### src/design/memMapPkg.sv
package memMapPkg;

    // Word and bank geometry
    localparam int WordBits = 32;
    localparam int NumBanks = 4;
    localparam int BankWords = 256;
    localparam int BankSelBits = 2;
    localparam int BankIndexBits = 8;

    // Word address into the whole RAM, bank bits at the bottom
    localparam int RamAddrBits = BankSelBits + BankIndexBits;

    // One CPU address with two decodes
    typedef union packed {
        // RAM word view, only valid when upper is zero
        struct packed {
            logic [15:0] upper;
            logic [15-RamAddrBits:0] spare;
            logic [BankIndexBits-1:0] index;
            logic [BankSelBits-1:0] bank;
        } mem;
        // Framebuffer view, only valid when low is zero
        struct packed {
            logic [7:0] y;
            logic [7:0] x;
            logic [15:0] low;
        } pixel;
    } cpuAddressT;

endpackage
### src/design/readCollector.sv
module readCollector (
    input  logic clk_25mhz,
    input  logic reset,
    input  logic readIssue,
    input  logic [memMapPkg::BankSelBits-1:0] readBank,
    input  logic [memMapPkg::WordBits-1:0] bankData [memMapPkg::NumBanks],
    output logic cpuReadValid,
    output logic [memMapPkg::WordBits-1:0] cpuReadData
);

    // First stage lines up with the bank output register
    logic issueStage;
    logic [memMapPkg::BankSelBits-1:0] bankStage;

    always_ff @(posedge clk_25mhz) begin
        if (reset) begin
            issueStage <= 1'b0;
            cpuReadValid <= 1'b0;
        end else begin
            issueStage <= readIssue;
            cpuReadValid <= issueStage;
        end
    end

    always_ff @(posedge clk_25mhz) begin
        bankStage <= readBank;
        cpuReadData <= bankData[bankStage];
    end

    // Fixed two-cycle read latency from the CPU strobe
    assert property (@(posedge clk_25mhz) disable iff (reset) readIssue |-> ##2 cpuReadValid);
    assert property (@(posedge clk_25mhz) disable iff (reset)
        cpuReadValid |-> $past(readIssue, 2));

endmodule

### config.mk
export PLATFORM = sky130hd
export DESIGN_NAME = readCollector
export DESIGN_NICKNAME = d
export VERILOG_FILES = /design/src/design/memMapPkg.sv /design/src/design/readCollector.sv
export SDC_FILE = /design/constraint.sdc
export NUM_CORES = 1
export LEC_CHECK = 0
export BUFFER_PORTS_ARGS = -buffer_cell sky130_fd_sc_hd__buf_4
export CORE_ASPECT_RATIO = 1.4
export CORE_MARGIN = 2
export CORE_UTILIZATION = 34
export DETAILED_ROUTE_END_ITERATION = 16
export PLACE_DENSITY = 0.79
export SLEW_MARGIN = 20
export SYNTH_ARGS = -nofsm -noshare
export SYNTH_HDL_FRONTEND = slang
export SYNTH_SLANG_ARGS = --single-unit
### constraint.sdc
create_clock -name clk_25mhz -period 1.4 [get_ports clk_25mhz]
set_input_delay 0 -clock clk_25mhz [delete_from_list [all_inputs] [get_ports clk_25mhz]]
set_output_delay 0 -clock clk_25mhz [all_outputs]
set_load 0.05 [all_outputs]
; After elaboration in Yosys (flattened, before gate mapping)
; Index checks and enable logic that the tools add are counted.
[op_classes]
order_cmp = 1
n_mux = 3
n_bitwise = 1
[ops]
columns = cell, n
row1 = $bmux W32 S2, 1
row2 = $mux W32, 2
row3 = $ge A3 B3 Y1 const B, 1
row4 = $not A2 Y3, 1
[totals]
register_bits = 36
input_bits = 133
wordCells = 9

; Logic depth before layout (Yosys ltp)
[logic_depth]
ltp_word = 4
ltp_mapped = 3
ltp_nobuf = 1

; Worst setup path after synthesis
; No wires, ideal clock.
[synth_timing]
kind = register -> register
from = reg bankStage[0] (netlist name)
to = reg cpuReadData[10] (netlist name)
arrival_ps = 1053
setup_slack_ps = 212
stages_incl_launch_ff = 4
path_buffers = 2
period_less_slack_ps = 1188
path_cell_list = dfxtp_1 > buf_6 > buf_12 > mux4_2
[synth_between]
elab_chain_len = 4
[synth_lines]
columns = element, line_no
row1 = from (decl), readCollector.sv:13  ; logic [memMapPkg::BankSelBits-1:0] bankStage;
row2 = from (signal assigned), readCollector.sv:26  ; bankStage <= readBank;
row3 = $not A2 Y3 (implied by the code), readCollector.sv:27  ; cpuReadData <= bankData[bankStage];
row4 = $bmux W32 S2, readCollector.sv:27
row5 = $mux W32 (implied by the code) (2 in a row), readCollector.sv:27
row6 = to (signal assigned), readCollector.sv:27
row7 = to (decl), readCollector.sv:8  ; output logic [memMapPkg::WordBits-1:0] cpuReadData
; No other way between the ends. The select of a mux whose other input is x is not followed.
; A chain may end at the register's enable or synchronous reset.

; Worst setup path in the final report
[layout_timing]
from = reg bankStage[0] (netlist name)
to = reg cpuReadData[3] (netlist name)
; The elaborated chain is that of the path after synthesis.

==> key figures <==
Outcome
  • Status: finished clean

Layout
  • Final Cell Area: 0.00297 mm2
  • Fin nets: 385
  • N_diodes: 0
  • Layout area overhead: 91.7%
  • FF+latch area: 722 um2
  • Fill count: 369
  • Layout cells sized above 1: 82.2%
  • Multi-input logic area: 741 um2

Clock network
  • H-tree depth: 2
  • CTS Buf Count: 5
  • Root buffer cell: clkbuf_8
  • CTS tree: done
  • Post-CTS sizing: 0
  • Reg clk slew, reported paths: 70 ps
  • CTS Buffer Depth: 2
  • Number of post-CTS setup repair buffers: 0
  • Clk sinks: 36
  • Clk_lat worst skew: 280 ps

Routing
  • Via count: 1,476
  • Residual DRC: 0
  • Antenna Violating Nets Remaining: 0
  • Final WL: 4830 um
  • Initial DRC count: 15
  • Drt first pass iters: 4
  • Drt wl/cell: 15.3 um
  • Avg Vias per Cell: 4.69

Power
  • Clock share of power: 25.9%
  • Comb pwr share: 34.6%
  • Sw frac: 30.3%
  • Leak: 1.41 nW
  • Power per cell area: 989 mW/mm2
  • Psw: 889 uW
  • Sequential share of power: 39.6%
  • Peak supply drop: 0.504 mV
  • Pint: 2.05 mW

Worst setup path
  • Critical path class: flip-flop to flip-flop
  • CP arrival: 1420 ps
  • Max FO, Critical Path: 6
  • CP Capture Type: flip-flop
  • WP data required: 1560 ps
  • Worst R2R Setup Slack: 130 ps
  • Setup crit start kind: flip-flop

Worst hold path
  • Worst min path class: primary input to flip-flop

Die
  • DIE HEIGHT: 83.8 um
  • Core Area: 0.00446 mm2
  • Die area: 0.00512 mm2
  • Die Wd: 61.0 um
  • Effective utilization at floorplan: 34.7%
  • Boundary pin count: 166
  • Num rows: 29

Timing
  • Final setup vio count: 0
  • Max Fclk: 0.788 GHz
  • Minimum clock period: 1270 ps
  • Slew HR: 82.6%
  • RSZ-0062 raised after global routing: no
  • Final period util: 90.6%
  • Setup TNS Final: 0 ps
  • Final Max Tran Viols: 0
  • Clk_skew: 2.52 ps
  • Worst-margin pin slew: 261 ps
  • Hold Violations, Final: 0

Place
  • Area after DPL: 0.00284 mm2
  • Routability cong.: 0.731
  • DP HPWL: 4180 um
  • Port Buf Inserts: 165

Global routing
  • First-pass GRT wire length: 6970 um
  • Total Routing Usage GR: 18.8%
  • Grt ovf: 0
  • Vias in the first global route: 1,601
  • Initial antenna violation count: 0
  • Pin count of the biggest net entering global routing: 21

Yosys
  • #FFs+latches synth: 36
  • Sequential area share after synthesis: 46.6%
  • Mapped cell area: 0.00155 mm2
  • Synth Instances: 77
  • Synth cell types: 7
  • Ys Warns: 0
  • Mean post-synth cell area: 20.1 um2
  • Post-synth net total: 210

Flow run
  • Max Cap Violations: 0
[cells in the mapped netlist, drive strengths merged]
cell type / count / area, um2
dfxtp: 36 / 721
mux4: 32 / 728
buf: 7 / 86.3
nor2b: 2 / 12.5
[power by group through the flow]
stage / Clock (mW) / Sequential, mW / Combinational [mW]
floorplan: 0 / 1.53 / 0.215
global placement: 0 / 1.18 / 1.00
detailed placement: 0 / 1.19 / 1.02
CTS: 0.790 / 1.16 / 1.03
global route: 0.816 / 1.17 / 1.06
finish: 0.759 / 1.16 / 1.01
[registers in the layout (all words and copies together), names as in the netlist]
name	count
bankStage	2
cpuReadData	32
cpuReadValid	1
issueStage	1
[routing by layer]
metal  up-vias  share of wire (%)  global-route usage [%]
met3        18                 12                    7.29
li1        671                  -                       -
met1       684                 27                    14.5
met2       103                 57                    35.8
met5         -                  0                       0
met4         0                4.0                    10.5
[layout by cell type, fill, tap and decap left out]
cell type        n
dfxtp_1         35
mux4_1           2
buf_4          170
clkbuf_1         2
nor2b_1          2
mux4_2          30
buf_12           1
dlygate4sd3_1    4
dfxtp_2          1
clkbuf_8         6
[layout make-up]
type                       count  share of cell area, %
tap                           62                   2.61
clock buffer                   8                   3.04
sequential                    36                   24.3
timing repair buffer         175                   45.0
multi-input combinational     34                   25.0
[critical path: stages, from the launching register on]
cell	delay, ps
dfxtp_2	420
buf_4	210
mux4_2	520
[worst paths after layout]
kind                     start         endpoint  depth (start not counted)
hold reg to reg     issueStage     cpuReadValid                          1
hold / removal    bankData[31]  cpuReadData[31]                          2
setup reg to reg  bankStage[0]   cpuReadData[3]                          2
setup / recovery  bankStage[0]   cpuReadData[3]                          2
[cell families after synthesis]
kind of cell	count (synthesis)	share of synthesized area (%)
mux	32	47.0
flops	36	46.6
simple gates	2	0.808
buf+inv	7	5.58
[per-stage QoR]
step	utilization (%)	std cells	hold slack, ps	total power, mW	setup slack [ps]
floorplan	-	77	27.7	1.75	212
global placement	63.6	303	105	2.18	147
detailed placement	63.6	303	106	2.20	124
CTS	66.5	315	9.87	2.98	119
global route	66.5	315	10.8	3.05	90.9
finish	66.5	315	16.3	2.93	132
[timing repair]
item | 4_1_cts | 5_1_grt
setup endpoints to repair | 0 | 0
endpoints found under the hold margin | 4 | 0
hold buffers | 4 | 0
Note: power is estimated with default switching activity, not from simulation.
