## src/design/memMapPkg.sv

```systemverilog
package memMapPkg;

    // Word and bank geometry
    localparam int WordBits = 32;
    localparam int NumBanks = 4;
    localparam int BankWords = 256;
    localparam int BankSelBits = 2;
    localparam int BankIndexBits = 8;

    // Word address into the whole RAM, bank bits at the bottom
    localparam int RamAddrBits = BankSelBits + BankIndexBits;

    // One CPU address with two decodes
    typedef union packed {
        // RAM word view, only valid when upper is zero
        struct packed {
            logic [15:0] upper;
            logic [15-RamAddrBits:0] spare;
            logic [BankIndexBits-1:0] index;
            logic [BankSelBits-1:0] bank;
        } mem;
        // Framebuffer view, only valid when low is zero
        struct packed {
            logic [7:0] y;
            logic [7:0] x;
            logic [15:0] low;
        } pixel;
    } cpuAddressT;

endpackage
```

## src/design/bankRouter.sv

```systemverilog
module bankRouter (
    input  logic clk_25mhz,
    input  logic reset,
    input  logic cpuReset,
    input  logic loadWrite,
    input  logic [memMapPkg::RamAddrBits-1:0] loadIndex,
    input  logic [memMapPkg::WordBits-1:0] loadData,
    input  memMapPkg::cpuAddressT cpuAddress,
    input  logic cpuWrite,
    input  logic cpuRead,
    input  logic [memMapPkg::WordBits-1:0] cpuWriteData,
    output logic [memMapPkg::NumBanks-1:0] bankWrite,
    output logic [memMapPkg::BankIndexBits-1:0] bankIndex,
    output logic [memMapPkg::WordBits-1:0] bankWriteData,
    output logic readIssue,
    output logic [memMapPkg::BankSelBits-1:0] readBank,
    output logic pixelWrite,
    output logic [7:0] pixelX,
    output logic [7:0] pixelY,
    output logic [7:0] pixelColor
);

    logic ramHit;
    logic pixelHit;

    // Both decodes can hit, address zero writes RAM and a pixel
    assign ramHit = cpuAddress.mem.upper == '0;
    assign pixelHit = cpuAddress.pixel.low == '0;

    always_comb begin
        bankWrite = '0;
        readBank = cpuAddress.mem.bank;
        readIssue = cpuRead && !cpuReset;
        if (cpuReset) begin
            // Loader owns the banks during boot
            bankIndex = loadIndex[memMapPkg::RamAddrBits-1:memMapPkg::BankSelBits];
            bankWriteData = loadData;
            bankWrite[loadIndex[memMapPkg::BankSelBits-1:0]] = loadWrite;
        end else begin
            bankIndex = cpuAddress.mem.index;
            bankWriteData = cpuWriteData;
            bankWrite[cpuAddress.mem.bank] = cpuWrite && ramHit;
        end
    end

    always_ff @(posedge clk_25mhz) begin
        if (reset) begin
            pixelWrite <= 1'b0;
        end else begin
            pixelWrite <= cpuWrite && pixelHit && !cpuReset;
        end
    end

    // Pixel payload for the framebuffer
    always_ff @(posedge clk_25mhz) begin
        if (cpuWrite && pixelHit) begin
            pixelX <= cpuAddress.pixel.x;
            pixelY <= cpuAddress.pixel.y;
            pixelColor <= cpuWriteData[7:0];
        end
    end

    assert property (@(posedge clk_25mhz) disable iff (reset) $onehot0(bankWrite));

endmodule

```

## config.mk

```make
export PLATFORM = sky130hd
export DESIGN_NAME = bankRouter
export DESIGN_NICKNAME = d
export VERILOG_FILES = /design/src/design/memMapPkg.sv /design/src/design/bankRouter.sv
export SDC_FILE = /design/constraint.sdc
export NUM_CORES = 1
export LEC_CHECK = 0
export ABC_CLOCK_PERIOD_IN_PS = 5800
export BUFFER_PORTS_ARGS = -buffer_cell sky130_fd_sc_hd__buf_2
export CAP_MARGIN = 20
export CORE_ASPECT_RATIO = 1.1
export CORE_UTILIZATION = 30
export DETAILED_ROUTE_END_ITERATION = 12
export PLACE_DENSITY = 0.76
export SYNTH_ARGS = -nofsm -noshare
export SYNTH_HDL_FRONTEND = slang
export SYNTH_SLANG_ARGS = --single-unit
```

## constraint.sdc

```tcl
create_clock -name clk_25mhz -period 5.8 [get_ports clk_25mhz]
set_input_delay 0.58 -clock clk_25mhz [delete_from_list [all_inputs] [get_ports clk_25mhz]]
set_output_delay 0.58 -clock clk_25mhz [all_outputs]
set_load 0.01 [all_outputs]
```

# ---- Yosys cells after proc, flatten, opt, wreduce, memory -nomap -nowiden
# Cells that the tools add are included.
dict set report totals {
  reg_bits 25
  in_bits 112
  output_inout_bits 72
  wordCells 26
}
dict set report classes {
  n_lt_le_gt_ge 4
  muxes 7
  bitwise 2
  reduce_logical 9
}
# op count
set op_table {}
lappend op_table {{zero test 16 bit} 2}
lappend op_table {{2-to-1 mux 32 bit} 1}
lappend op_table {{bitwise AND 4 bit} 2}
lappend op_table {{2-to-1 mux 8 bit} 1}
lappend op_table {{logical AND 1 bit} 6}
lappend op_table {{less-than comparator 2 x 3 -> 1 bit, second input constant} 2}
lappend op_table {{demux 1 bit (select 2 bit)} 2}
lappend op_table {{>= comparator 2 x 1 -> 1 bit, second input constant} 2}
lappend op_table {{2-to-1 mux 4 bit} 1}
lappend op_table {{2-to-1 mux 1 bit} 2}
lappend op_table {{zero test 1 bit} 1}

# ---- Longest topological paths before layout
# Gate-level depths: netlist of the first run.
dict set report logic_depth {
  word_depth 6
  ltp_mapped 4
  depth_no_buf 3
}

# ---- Worst setup path before layout of the first run
# OpenSTA, ideal clock, no wires.
dict set report synth_path {
  kind {input to register}
  from {in cpuAddress[7] in the netlist's numbering}
  to {reg pixelColor[0] (enable)}
  setup_ns 0.405
  arrival_ns 2.050
  required_time_ns 5.395
  path_slack_ns 3.345
  cell_stages 3
  n_path_buf 0
  cell_sequence {nor4b_1 nand3b_1 nor2_1}
}
dict set report synth_between {
  elab_chain_cells 2
}
# item line_no
set synth_lines {}
lappend synth_lines {{from (decl)} bankRouter.sv:8} ;# input memMapPkg::cpuAddressT cpuAddress,
lappend synth_lines {{zero test 16 bit} bankRouter.sv:28} ;# assign pixelHit = cpuAddress.pixel.low == '0;
lappend synth_lines {{logical AND 1 bit} bankRouter.sv:56} ;# if (cpuWrite && pixelHit) begin
lappend synth_lines {{to (signal assigned)} bankRouter.sv:59} ;# pixelColor <= cpuWriteData[7:0];
lappend synth_lines {{to (decl)} bankRouter.sv:20} ;# output logic [7:0] pixelColor
# Every way passes these cells.
# A chain may end at the register's enable or synchronous reset.

# ---- Worst setup path after layout of the first run
dict set report layout_path {
  from {in cpuReset}
  to {out bankWrite[0] in the netlist's numbering}
}
dict set report layout_between {
  elab_chain_cells 1
}
# item line_no
set layout_lines {}
lappend layout_lines {{from (decl)} bankRouter.sv:4} ;# input logic cpuReset,
lappend layout_lines {{2-to-1 mux 4 bit} bankRouter.sv:34} ;# if (cpuReset) begin
lappend layout_lines {{to (decl)} bankRouter.sv:12} ;# output logic [memMapPkg::NumBanks-1:0] bankWrite,
# Every way passes these cells.

==> metrics, run 1 <==
status finished, final reports clean; CTS Sinks 25; final WL 4.96 mm; drt first pass iters 4; multiplexer share of the synthesized area 30.9%; Die Width ~68 µm; Final Cell Area 2460 µm²; via count ~1.6k; Post-Synth XOR/XNOR Area 0%; dpl hpwl ~4.2 mm; n_diodes 0; yosys warns 0; final-layout fill cell count 412; io pins 184; hold_buf cts 0; Placed Area approximately 2400 µm²; # rows 26; Worst Hold Class input pin to register; Setup WS pre-CTS 3.06 ns; Internal Pwr Total 310 µW; sequential power share 48.2%; Die Y 75.1 µm; H-tree levels 1; VDD IR max 0.0851 mV; Port Buf Inserts 183; PD cells about 170 nW/µm²; Final Net Count 395; initial antenna violation count 1; first-pass GRT wire length 6.50 mm; RSZ-0062 raised after global routing false; area delta synth->final 68.5%; via/cell ratio 4.76; DR WL/cell about 15 µm; CP endpoint kind output port; TritonCTS clock tree done; synthesized area 1460 µm²; Post-Synth Simple-Gate Area 13.3%; post-route clock period utilization around 46%; Yosys reg bits 25; Clock transition at path regs 0.08 ns; total chip power 409 µW; CORE AREA 4650 µm²; main combinational cell family by area after synthesis multiplexers; CP required 5.22 ns; largest net degree at the start of global routing 48; post-route minimum period 2.69 ns; number of global-route vias before repair between 1k and 1.5k; Psw 98.8 µW; drt drc 0; Initial Util between 30% and 40%; Slew @ Worst Pin 0.986 ns; Root Buffer Master clkbuf_8; Comb pwr share 27.9%; Synth Net Count about 210; Post-Synth Adder-Cell Area 0%; max cap viols 0; fraction of layout cells with a size suffix above 1 81.9%; cells after synthesis 101; commonest non-fill, non-tap cell in the layout buf_2; maximum root-to-sink buffer count 2; fin. max-slew vios 0; final core occ 52.8%; Synth Area in Compound Gates 1.55%; Distinct cells, synth 22; setup ws final 3.11 ns; Seq/Total Area, Yosys approximately half; Clk pwr share 23.9%; arrival time worst endpoint 2.11 ns; Final setup viols 0; Slew Limit Headroom between 30% and 40%; Post-DRT Antenna Nets 0; TritonCTS Buffers 3; final hold vios 0; CP Max Fanout 47; CP Launch Type input pin; Switching Share around 24%; Global Route Usage Sum 17.5%; commonest non-fill, non-tap cells in the layout 183 x buf_2, 40 x mux2_2, 24 x edfxtp_1; gr ovfl total 0; # resized after CTS 0; Post-CTS Setup Inserts 0; Die ar. between 5000 and 6000 µm²; 1st-iter DRT viols 76; TNS Setup 0 ns; static leakage 0.00117 µW; final RePlAce weighted congestion slightly below 0.8; Syn Area/Cell 14.4 µm²; crit path kind input pin to output port; fmax between 300 and 400 MHz
Yosys cell counts (all sizes together):
library cell	number	share of area, %
nand2	3	0.77
nor4	6	4.0
nand3	1	0.34
nand4	2	0.86
o21ai	3	1.0
nor2	2	0.52
nand3b	1	0.52
buf	7	3.4
mux2	40	31
or2	1	0.43
edfxtp	24	49
o31ai	1	0.52
nor2b	1	0.43
nand4b	4	2.4
nor3	1	0.34
nor4b	2	2.2
dfxtp	1	1.4
or3	1	0.43
layout make-up:
cell class | instances | area [µm²] | area share [%]
well taps | 56 | 70.1 | 2.85
multi-input cells | 69 | 669 | 27.3
repair buffers | 184 | 931 | 37.9
clock buffers | 4 | 45.0 | 1.83
flip-flops and latches | 25 | 741 | 30.2
cells by family after synthesis:
logic type,after synthesis
compound gates,4
buf+inv,7
flops,25
mux,40
simple gates,25
state kept, by name, summed over array words and instances (netlist names):
register    count
pixelColor      8
pixelX          8
pixelY          8
pixelWrite      1
worst paths after layout:
path	from	endpoint	slack, ns	cells past startpoint
worst max-delay path	cpuReset	bankWrite[0]	3.11	5
worst min-delay path	reset	pixelWrite	0.49	2
per-layer routing:
layer,GRT usage [%],wire [µm],vias up
li1,-,-,764
met1,19.2,1750,723
met2,33.4,2620,114
met3,2.88,528,6
met4,5.56,43,2
met5,0,13,-
power groups by stage:
| stage | registers, µW | logic [µW] | clock network, µW |
|---|---|---|---|
| floorplan | 202 | 50.2 | 0 |
| global placement | 201 | 112 | 0 |
| detailed placement | 201 | 115 | 0 |
| CTS | 197 | 115 | 99.8 |
| global route | 197 | 124 | 105 |
| finish | 197 | 114 | 97.9 |
worst max-delay path, stage by stage:
cell     delay, ns
buf_2         0.73
nand2_1       0.16
or3_1         0.37
o31ai_1       0.08
buf_2         0.18
per-stage QoR:
| step | instances | hold slack [ns] |
|---|---|---|
| floorplan | 101 | 0.654 |
| global placement | 333 | 0.757 |
| detailed placement | 333 | 0.767 |
| CTS | 337 | 0.490 |
| global route | 338 | 0.488 |
| finish | 338 | 0.490 |
(Power assumes the default switching activity.)
==> run 2, diff against run 1 <==
ABC_AREA = 1   (was unset)
ABC_CLOCK_PERIOD_IN_PS = 2600   (was 5800)
PLACE_DENSITY = 0.75   (was 0.76)
clock period = 2.6 ns   (was 5.8 ns; I/O delays follow)
==> metrics, run 2 <==
Root Buffer Master clkbuf_8; via count 1937 (+20%); Top delay family on crit path buffers and inverters; total chip power 916 µW (+120%); Worst Hold Class input pin to register; commonest non-fill, non-tap cell in the layout buf_2; drt first pass iters 4 (unchanged); Seq/Total Area, Yosys 48.8% (-2.0 points); Die ar. 5340 µm² (+3.9%); fin. max-slew vios 0 (unchanged); fmax 636 MHz; gr busiest metal met2; Clock transition at path regs 0.09 ns (about the same); synth cell count leaders 123 x nand2_1, 24 x edfxtp_1, 16 x nor2_1; CP max stage cell buf_2; first-pass GRT wire length 7.78 mm (+20%); met2 GRT Util 34.8% (+1.4 points); Post-synth EDFFs 24 (unchanged); # rows 26 (unchanged); commonest non-fill, non-tap cells in the layout 183 x buf_2, 123 x nand2_1, 24 x edfxtp_1; initial antenna violation count 0 (-1); via/cell ratio 4.39 (-7.7%); status finished, final reports clean; Post-CTS Setup Inserts 0 (unchanged); H-tree levels 1 (unchanged); Die Width 69.8 µm (+1.9%); met3 usage 2.51% (-0.37 points); final hold vios 0 (unchanged); TritonCTS Buffers 3 (unchanged); final RePlAce weighted congestion 0.775 (-2.2%); CP endpoint kind output port; TNS Setup 0 ns (unchanged); Initial Util 31.9% (+0.59 points); CTS Sinks 25 (unchanged); area leader, netlist edfxtp_1; 1st-iter DRT viols 50 (-34%); Slew Limit Headroom 63.1% (+29 points); VDD IR max 0.171 mV (+100%); CP required 2.34 ns (-2.88 ns); Final Net Count 498 (+26%); Largest regs pixelColor (8), pixelX (8), pixelY (8); CP Buf/Inv Count 3 (+1); cells after synthesis 207 (+100%); post-route clock period utilization 60.5%; RSZ-0062 raised after global routing false; PD cells 369 nW/µm² (+120%); maximum root-to-sink buffer count 2 (unchanged); Synth Flop Type edfxtp_1; gr ovfl total 0 (unchanged); dpl hpwl 3.95 mm (-5.7%); Syn Area/Cell 7.33 µm² (-49%); area delta synth->final 63.8%; CORE AREA 4750 µm² (+2.1%); Yosys reg bits 25 (unchanged); CP Launch Type input pin; static leakage 0.00147 µW (+25%); worst path cell trace buf_2 -> inv_2 -> nand2_1 -> nand2_1 -> buf_2; drt drc 0 (unchanged); # resized after CTS 0 (unchanged); TritonCTS clock tree done; CP Max Fanout 37 (-21%); Port Buf Inserts 183 (unchanged); synthesized area 1520 µm² (+4.0%); met1 usage in global routing 17.9% (-1.3 points); Final setup viols 0 (unchanged); yosys warns 0 (unchanged); most common cell in the netlist nand2_1; io pins 184 (unchanged); top area cells in the synthesized netlist edfxtp_1 48%, nand2_1 30%, nor2_1 4.0%; Post-DRT Antenna Nets 0 (unchanged); number of global-route vias before repair 1892 (+32%); Slew @ Worst Pin 0.553 ns (-0.433 ns); largest net degree at the start of global routing 38 (-21%); final WL 4.72 mm (-4.7%); Synth Net Count 319 (+50%); Synth top area share 47.5% (-1.9 points); Hold WS 0.183 ns (-0.306 ns); fraction of layout cells with a size suffix above 1 50.4% (-32 points); Distinct cells, synth 18 (-18%); CP max stage delay 0.35 ns (-0.38 ns); hold_buf cts 0 (unchanged); ys async rst share 0% (unchanged); Global Route Usage Sum 17.5% (-0.022 points); n_diodes 0 (unchanged); DR WL/cell 10.7 µm (-27%); Die Y 76.6 µm (+1.9%); crit path kind input pin to output port; post-route minimum period ~1.6 ns; arrival time worst endpoint 1.31 ns (-0.80 ns); max cap viols 0 (unchanged)
[run 2: cell count changes after synthesis, moves of 3 or more]
cell	delta
inv_1	+9
nor2_1	+14
nor4_1	-4
mux2_2	-40
nand2_1	+120
buf_2	+3
nand4b_1	-4
nand4_1	+6
[run 2: logic make-up after synthesis]
logic type / after synthesis / share of synthesized area [%]
flip-flops: 25 / 48.8
buffers and inverters: 21 / 7.76
AO/OA/AOI/OAI: 3 / 0.990
AND/OR/NAND/NOR: 158 / 42.4
[run 2: layout make-up]
cell class	count	area (µm²)
repair buffers	185	931
clock buffers	3	41.3
well taps	56	70.1
flip-flops and latches	25	741
fillers	485	2270
multi-input cells	161	658
clock inverters	1	5.00
inverters	10	37.5
[run 2: path summary, 6_finish.rpt]
kind / startpoint / cells after the start / to / slack [ns]
worst max-delay path: cpuReset / 5 / bankWriteData[8] / 1.03
worst min-delay path: cpuWriteData[0] / 1 / pixelColor[0] / 0.18
[run 2: report_power, final]
| group | total [µW] | switching [µW] | internal [µW] | leakage [µW] |
|---|---|---|---|---|
| logic | 251 | 129 | 122 | 0.00122 |
| registers | 440 | 0.00114 | 440 | 0.000224 |
| clock network | 225 | 118 | 107 | 0.0000255 |
| total | 916 | 247 | 669 | 0.00147 |
[run 2: stage by stage]
stage | setup WS (ns) | util, % | instance area, µm² | cells
2_1_floorplan | 1.14 | - | 1520 | 207
3_3_place_gp | 1.01 | 51.3 | 2440 | 437
3_5_place_dp | 1.01 | 51.3 | 2440 | 437
4_1_cts | 1.00 | 52.3 | 2480 | 441
5_1_grt | 0.796 | 52.3 | 2480 | 441
6_report | 1.03 | 52.3 | 2480 | 441
[run 2: layer usage]
metal	up-vias	wire length [µm]
met3	4	330
met2	91	2640
met1	834	1710
met5	-	0
li1	1008	-
met4	0	44
