File: config.mk
export PLATFORM = sky130hd
export DESIGN_NAME = bootLoader
export DESIGN_NICKNAME = d
export VERILOG_FILES = /design/src/design/bootPkg.sv /design/src/design/memMapPkg.sv /design/src/design/bootLoader.sv
export SDC_FILE = /design/constraint.sdc
export NUM_CORES = 1
export LEC_CHECK = 0
export BUFFER_PORTS_ARGS = -buffer_cell sky130_fd_sc_hd__buf_2
export CAP_MARGIN = 20
export CORE_MARGIN = 4
export CORE_UTILIZATION = 39
export DETAILED_ROUTE_END_ITERATION = 10
export GPL_TIMING_DRIVEN = 0
export PLACE_DENSITY_LB_ADDON = 0.2
export SYNTH_ARGS = -nofsm -noshare
export SYNTH_HDL_FRONTEND = slang
export SYNTH_SLANG_ARGS = --single-unit
File: constraint.sdc
create_clock -name clk_25mhz -period 3.65 [get_ports clk_25mhz]
set_input_delay 0.73 -clock clk_25mhz [delete_from_list [all_inputs] [get_ports clk_25mhz]]
set_output_delay 0.73 -clock clk_25mhz [all_outputs]
set_load 0.02 [all_outputs]
File: src/design/bootPkg.sv
package bootPkg;

    // Loader sequence
    typedef enum logic [2:0] {
        Hold,
        ReadSize,
        WaitSize,
        ReadWord,
        WaitWord,
        Finish,
        Run
    } loaderStateT;

    // Global hold after reset before the SD card is touched
    localparam int ResetHoldCycles = 16;
    localparam int HoldCountBits = $clog2(ResetHoldCycles);

    // SD word address
    localparam int SdAddrBits = 32;

endpackage

File: src/design/memMapPkg.sv
package memMapPkg;

    // Word and bank geometry
    localparam int WordBits = 32;
    localparam int NumBanks = 4;
    localparam int BankWords = 256;
    localparam int BankSelBits = 2;
    localparam int BankIndexBits = 8;

    // Word address into the whole RAM, bank bits at the bottom
    localparam int RamAddrBits = BankSelBits + BankIndexBits;

    // One CPU address with two decodes
    typedef union packed {
        // RAM word view, only valid when upper is zero
        struct packed {
            logic [15:0] upper;
            logic [15-RamAddrBits:0] spare;
            logic [BankIndexBits-1:0] index;
            logic [BankSelBits-1:0] bank;
        } mem;
        // Framebuffer view, only valid when low is zero
        struct packed {
            logic [7:0] y;
            logic [7:0] x;
            logic [15:0] low;
        } pixel;
    } cpuAddressT;

endpackage
File: src/design/bootLoader.sv
module bootLoader (
    input  logic clk_25mhz,
    input  logic reset,
    input  logic sdBusy,
    input  logic [memMapPkg::WordBits-1:0] sdData,
    output logic sdRead,
    output logic [bootPkg::SdAddrBits-1:0] sdAddress,
    output logic loadWrite,
    output logic [memMapPkg::RamAddrBits-1:0] loadIndex,
    output logic [memMapPkg::WordBits-1:0] loadData,
    output logic cpuReset,
    output logic bootDone
);

    bootPkg::loaderStateT state;
    logic [bootPkg::HoldCountBits-1:0] holdCount;
    logic waitHigh;
    logic [memMapPkg::WordBits-1:0] remaining;
    logic [memMapPkg::RamAddrBits-1:0] ramIndex;
    logic wordArrived;

    // Program word valid after busy was seen high then low
    assign wordArrived = (state == bootPkg::WaitWord) && !waitHigh && !sdBusy;

    always_ff @(posedge clk_25mhz) begin
        if (reset) begin
            state <= bootPkg::Hold;
            holdCount <= '0;
            waitHigh <= 1'b1;
            sdRead <= 1'b0;
            sdAddress <= '0;
            loadWrite <= 1'b0;
            ramIndex <= '0;
            remaining <= '0;
            cpuReset <= 1'b1;
            bootDone <= 1'b0;
        end else begin
            // Strobes are single cycle
            sdRead <= 1'b0;
            loadWrite <= 1'b0;

            case (state)
                bootPkg::Hold: begin
                    if (holdCount == bootPkg::HoldCountBits'(bootPkg::ResetHoldCycles - 1)) begin
                        state <= bootPkg::ReadSize;
                    end else begin
                        holdCount <= holdCount + 1'b1;
                    end
                end
                bootPkg::ReadSize: begin
                    if (!sdBusy) begin
                        sdRead <= 1'b1;
                        waitHigh <= 1'b1;
                        state <= bootPkg::WaitSize;
                    end
                end
                bootPkg::WaitSize: begin
                    if (waitHigh) begin
                        if (sdBusy) begin
                            waitHigh <= 1'b0;
                        end
                    end else if (!sdBusy) begin
                        remaining <= sdData;
                        // Empty image goes straight to release
                        state <= (sdData == '0) ? bootPkg::Finish : bootPkg::ReadWord;
                    end
                end
                bootPkg::ReadWord: begin
                    if (!sdBusy) begin
                        // Address steps with the request and holds until the next one
                        sdRead <= 1'b1;
                        sdAddress <= sdAddress + 1'b1;
                        waitHigh <= 1'b1;
                        state <= bootPkg::WaitWord;
                    end
                end
                bootPkg::WaitWord: begin
                    if (waitHigh) begin
                        if (sdBusy) begin
                            waitHigh <= 1'b0;
                        end
                    end else if (!sdBusy) begin
                        loadWrite <= 1'b1;
                        ramIndex <= ramIndex + 1'b1;
                        remaining <= remaining - 1'b1;
                        state <= (remaining == 1) ? bootPkg::Finish : bootPkg::ReadWord;
                    end
                end
                bootPkg::Finish: begin
                    cpuReset <= 1'b0;
                    bootDone <= 1'b1;
                    state <= bootPkg::Run;
                end
                bootPkg::Run: begin
                    // Bus belongs to the CPU until the next reset
                end
                default: state <= bootPkg::Hold;
            endcase
        end
    end

    // Write payload
    always_ff @(posedge clk_25mhz) begin
        if (wordArrived) begin
            loadIndex <= ramIndex;
            loadData <= sdData;
        end
    end

    // Reader must be idle before a new request
    assert property (@(posedge clk_25mhz) disable iff (reset) sdRead |-> !sdBusy);

    // Loader writes never overlap CPU ownership
    assert property (@(posedge clk_25mhz) disable iff (reset) loadWrite |-> cpuReset);

endmodule

Yosys cells after proc, flatten, opt, wreduce, memory -nomap -nowiden
Index checks and enable logic that the tools add are counted.

Reduce and logical (&&, ||, !) cells: 18. Bitwise gates (word level): 6. Magnitude comparators: 0. $add $sub $neg: 4. Divide/modulo/power cells: 0. Muxes and demuxes: 19. Multiply operators: 0. Eq/ne operators: 16. Shift-type cells: 0.

Operators with widths (number): two-way mux 32 bit (4); case mux 32 bit (2 select lines) (1); adder 32 x 1 -> 32 bit, second input constant (1); == test 32 x 1 -> 1 bit, second input constant (1); logical NOT 32 bit (1); subtractor 32 x 1 -> 32 bit, second input constant (1); two-way mux 3 bit (9); case mux 3 bit (7 select lines) (1); != test 2 bit, second input constant (8); adder 10 x 1 -> 10 bit, second input constant (1); == test 3 bit, second input constant (3); AND reduction 8 bit (1); == test 3 x 2 -> 1 bit, second input constant (2); inverter 1 bit (6); AND reduction 2 bit (3); OR reduction 2 bit (3); AND reduction 5 bit (1); adder 4 x 1 -> 4 bit, second input constant (1); == test 4 bit, second input constant (1); nonzero test 2 bit (2); == test 3 x 1 -> 1 bit, second input constant (1); logical NOT 3 bit (1); two-way mux 1 bit (3); AND reduction 3 bit (1); 4 further kinds (6).

Memories: 0. Latch bits: 0. Word-level logic and storage cells: 75. Bits in writable memories: 0. Bits of input ports: 35. ROM bits: 0. Bits in registers: 128.

Logic depth before layout (Yosys ltp)
Depth after elaboration: 5. Depth in mapped cells: 9.

Worst setup path after synthesis
OpenSTA, ideal clock, no wires.

Kind: input port to flip-flop. Start point: input port sdBusy. End point: register ramIndex[3] (netlist bit). Arrival: 3743 ps. Slack: -220 ps. Setup time: 128 ps. Stages: 6. Path buffers: 1. Path through: or2_2 > clkbuf_1 > nor2_1 > and4_1 > xnor2_1 > nor2_1.

Cells in the longest elaborated chain, start to end: 2.

Ends and longest elaborated chain: from (decl) (line bootLoader.sv:4) `input logic sdBusy,`; inverter 1 bit (no source line); AND reduction 3 bit (no source line); to (signal assigned) (line bootLoader.sv:84) `ramIndex <= ramIndex + 1'b1;`; to (decl) (line bootLoader.sv:19) `logic [memMapPkg::RamAddrBits-1:0] ramIndex;`.

Every way passes these cells. A chain may end at the register's enable or synchronous reset.

Worst setup path after layout
Start point: input port sdBusy. End point: register remaining[30] (netlist bit).

Cells in the longest elaborated chain, start to end: 2. Elaborated cells on any way between the ends: 3.

Ends and longest elaborated chain: != test 2 bit (no source line); AND reduction 5 bit (no source line) *; to (signal assigned) (line bootLoader.sv:63) `remaining <= sdData;`; to (signal assigned) (line bootLoader.sv:85) `remaining <= remaining - 1'b1;`; to (decl) (line bootLoader.sv:18) `logic [memMapPkg::WordBits-1:0] remaining;`.

Mark *: on every way between the ends. The rest lies on a longest branch, timed or not.

==> flow_summary.ini <==
[global_route]
grt_peak_use_layer = met2
grt_pass1_vias = 4998
global_routing_usage_on_met2_pct = 31.88
grt.total_usage_pct = 19.51
grt_start_max_net_pins = 32
antenna_violations_before_repair = 0
grt_use_met1_pct = 24.97
grt_pass1_wl_um = 25480
gr-total-overflow = 0
grt_use_met3_pct = 4.625

[power]
cellPowerDensity_nw_per_um2 = 495.3
total_leakage_power_nw = 2.805
power.ir.vdd_worst_mv = 0.3077
finalPower_mw = 3.571

[setup_path]
critical-path-max-stage-delay_ns = 0.84
setup.reg_to_reg.worst_slack_ns = 0.79
timing.critical_path.slowest_stage_cell = sky130_fd_sc_hd__nor3_1
worst_setup_path_start_kind = input pin
dominant_cell_type_by_count_on_the_critical_path = sky130_fd_sc_hd__clkbuf_1
cp_max_fo = 10
reg2reg_from = waitHigh
criticalPathCategory = in2reg
critical_path.cell_chain = buf_2, or2_2, clkbuf_1, nor3_1, clkbuf_1, o21ai_0, a32oi_1, a31oi_1
reg2reg_to = remaining[30]
cp_data_required_time_ns = 3.93
ff2ff_path_depth = 7
worstSetupEndpointType = flop
timing.critical_path.arrival_ns = 3.23

[final_layout]
n_antenna_cell = 0
multi_input_logic_area_sq_um = 2631
drive_above_1_share_pct = 20.29
syn_to_final_growth_pct = 24.66
fill_cells = 1395
layout.nets = 786
sequential_cell_area_sq_um = 2983
layout.cell_area.non_filler_sq_um = 7209

[sta]
min_period_ns = 2.949
setup_violation_total_in_the_final_timing_report = 0
slew-limit-headroom_pct = 34.23
transition_time_at_the_pin_with_the_least_slew_margin_ns = 0.9791
tns_ns = 0
finalMaxSlewViolations = 0
fin_skew_ns = 0.007006
fmax_mhz = 339.1
timing.final.hold_violations = 0
grt_setup_unrepaired = no
finalCritPeriodShare_pct = 80.80

[die]
placementRows = 44
design.core.area_sq_um = 14530
die_ar_sq_um = 16840
die-width_um = 129.8
initial_utilization_pct = 39.79
io_pins = 113
die_height_um = 129.8

[cts]
htreeDepth = 4
clock_tree_from_tritoncts = yes
post-cts-setup-buffer-count = 0
hold_buffers = 0
ctsLongestPathBuffers = 2
worst_skew_pair.late_latency_ns = 0.42
cts-root-buf = sky130_fd_sc_hd__clkbuf_16
cts-buffers-inserted = 17
cts.clk_slew.worst_paths_ns = 0.06
number_of_clock_sinks_seen_by_cts = 128
cts_resized = 0

[hold_path]
hold-path-endpoint = loadIndex[9]
worstHoldPathType = reg2reg
hold-path-cell-count = 0
hold_path.startpoint = ramIndex[9]

[logic_synthesis]
yosys_register_bits = 128
synth_flop_cell = sky130_fd_sc_hd__dfxtp_1
post_synth_cell_types = 57
number_of_enable_type_register_cells_in_the_synthesized_netlist = 42
synthesis.area_sq_um = 5783
postSynthCellCount = 614
post_synth_mux_area_share_pct = 1.060
synth_area_per_cell_sq_um = 9.419
synth-async-reset-ratio_pct = 0
syn_nets = 654
synth_area_in_adders_pct = 1.082
synth-compound-area-share_pct = 12.77
synthesis.yosys.warnings = 0
seq_area_frac_synth_pct = 51.58
simple_gate_area_share_of_the_yosys_netlist_pct = 23.80
synth_top_family_by_area = simple AND/OR/NAND/NOR gates
post_synth_xor_area_fraction_pct = 6.664

[placement]
place_area_sq_um = 6606
gp_congestion = 0.9082
placement.io_buffers = 111
detailed_place_hpwl_um = 11590

[run_status]
status = complete, no violations

[drt]
dr.first_iter.drc_count = 494
post_drt_wl_per_cell_um = 17.47
detail_route.drc_violations = 0
finalWirelength_um = 16480
post_drt_via_cell_ratio = 5.661
first_pass_iters = 5
count_of_nets_left_with_antenna_violations_after_detail_routing = 0
total_via_count_after_detailed_routing = 5338

[flow_run]
maxCapViolations = 0
==> final cells by class <==
type,count,area share [%]
repair buffers,113,8.122
clock inverters,10,1.336
flip-flops and latches,128,41.37
multi-input cells,439,36.50
well taps,184,3.193
clock buffers,22,7.029
plain buffers,41,2.135
inverters,6,0.3124
==> report_power, final <==
group	switching, mW	internal, mW	leakage (nW)	total, mW
Clock	0.641	1.06	0.293	1.70
Combinational	0.224	0.129	1.44	0.353
Sequential	0.0259	1.50	1.07	1.52
Total	0.891	2.68	2.80	3.57
==> metal layers <==
metal  part of all wire (%)  wire [um]
met5                      0          0
met4                    1.9        313
met3                    8.1       1338
met2                     48       7859
met1                     42       6964
==> layout by cell type (no fill, tap or decap), types with 30 or more instances in the layout <==
master,n
sky130_fd_sc_hd__nand4_1,32
sky130_fd_sc_hd__xor2_1,36
sky130_fd_sc_hd__dfxtp_1,86
sky130_fd_sc_hd__nor2_1,83
sky130_fd_sc_hd__edfxtp_1,42
sky130_fd_sc_hd__clkbuf_1,40
sky130_fd_sc_hd__nand2_1,40
sky130_fd_sc_hd__o21ai_0,31
sky130_fd_sc_hd__buf_2,111
sky130_fd_sc_hd__a21oi_1,30
==> Yosys cell counts (2+ instances only) <==
| cell type | n | area, sq um |
|---|---|---|
| sky130_fd_sc_hd__xnor2_1 | 8 | 70.07 |
| sky130_fd_sc_hd__nor4b_1 | 2 | 17.52 |
| sky130_fd_sc_hd__and4_1 | 9 | 78.83 |
| sky130_fd_sc_hd__o21bai_1 | 2 | 15.01 |
| sky130_fd_sc_hd__clkbuf_1 | 39 | 146.4 |
| sky130_fd_sc_hd__nor3b_1 | 2 | 15.01 |
| sky130_fd_sc_hd__nand3_1 | 17 | 85.08 |
| sky130_fd_sc_hd__or2_2 | 2 | 12.51 |
| sky130_fd_sc_hd__dfxtp_1 | 86 | 1722 |
| sky130_fd_sc_hd__o21ai_0 | 31 | 155.2 |
| sky130_fd_sc_hd__a211oi_1 | 6 | 45.04 |
| sky130_fd_sc_hd__or4_1 | 3 | 22.52 |
| sky130_fd_sc_hd__a311oi_1 | 2 | 17.52 |
| sky130_fd_sc_hd__nor3_1 | 19 | 95.09 |
| sky130_fd_sc_hd__and3_1 | 13 | 81.33 |
| sky130_fd_sc_hd__inv_1 | 6 | 22.52 |
| sky130_fd_sc_hd__buf_1 | 2 | 7.510 |
| sky130_fd_sc_hd__edfxtp_1 | 42 | 1261 |
| sky130_fd_sc_hd__o22ai_1 | 4 | 25.02 |
| sky130_fd_sc_hd__a31oi_1 | 9 | 56.30 |
| sky130_fd_sc_hd__a22oi_1 | 4 | 30.03 |
| sky130_fd_sc_hd__a221oi_1 | 3 | 26.28 |
| sky130_fd_sc_hd__a32oi_1 | 2 | 17.52 |
| sky130_fd_sc_hd__a21o_1 | 4 | 30.03 |
| sky130_fd_sc_hd__nand2_1 | 40 | 150.1 |
| sky130_fd_sc_hd__ha_1 | 5 | 62.56 |
| sky130_fd_sc_hd__or3_1 | 8 | 50.05 |
| sky130_fd_sc_hd__o31ai_1 | 5 | 37.54 |
| sky130_fd_sc_hd__mux2i_1 | 5 | 50.05 |
| sky130_fd_sc_hd__nor2_1 | 84 | 315.3 |
| sky130_fd_sc_hd__nand4_1 | 32 | 200.2 |
| sky130_fd_sc_hd__xor2_1 | 36 | 315.3 |
| sky130_fd_sc_hd__a22o_1 | 3 | 26.28 |
| sky130_fd_sc_hd__nand2b_1 | 5 | 31.28 |
| sky130_fd_sc_hd__nor4_1 | 19 | 118.9 |
| sky130_fd_sc_hd__a21oi_1 | 30 | 150.1 |
| sky130_fd_sc_hd__and2_1 | 5 | 31.28 |
==> stage by stage <==
| stage | hold slack, ns | util [%] | instances | worst slack (ns) |
|---|---|---|---|---|
| 3_5_place_dp | 0.4461 | 45.45 | 911 | 0.3332 |
| 5_1_grt | 0.4876 | 49.60 | 943 | 0.5409 |
| 2_1_floorplan | 0.4280 | - | 614 | 0.5976 |
| 4_1_cts | 0.4657 | 49.60 | 943 | 0.7662 |
| 6_report | 0.4597 | 49.60 | 943 | 0.7009 |
| 3_3_place_gp | 0.4374 | 45.21 | 909 | -0.2111 |
==> sequential cells by signal, summed over array words and instances (netlist names), 3 cells and up <==
name	flops
holdCount	4
loadData	32
loadIndex	10
ramIndex	10
remaining	32
sdAddress	32
state	3
==> how the worst max path moves through the flow <==
stage                       from            end  slack (ns)
after floorplan           sdBusy  remaining[30]        0.60
after global placement    sdBusy    ramIndex[3]       -0.21
after detailed placement  sdBusy  remaining[30]        0.33
after CTS                 sdBusy  remaining[30]        0.77
after global routing      sdBusy  remaining[30]        0.54
final                     sdBusy  remaining[30]        0.70
==> critical path, delay by kind of cell <==
| family | cells | cell delay, ns |
|---|---|---|
| AO/OA/AOI/OAI | 3 | 0.51 |
| buffers and inverters | 3 | 0.87 |
| AND/OR/NAND/NOR | 2 | 1.11 |
==> kinds of logic after synthesis <==
logic type                 after synthesis
buffers and inverters                   47
xor gates and xnor gates                44
adders and majority gates                5
muxes                                    6
DFF                                    128
and+or+nand+nor                        267
AOI/OAI and AO/OA                      117
No activity file was read; power rests on OpenSTA's default activity.
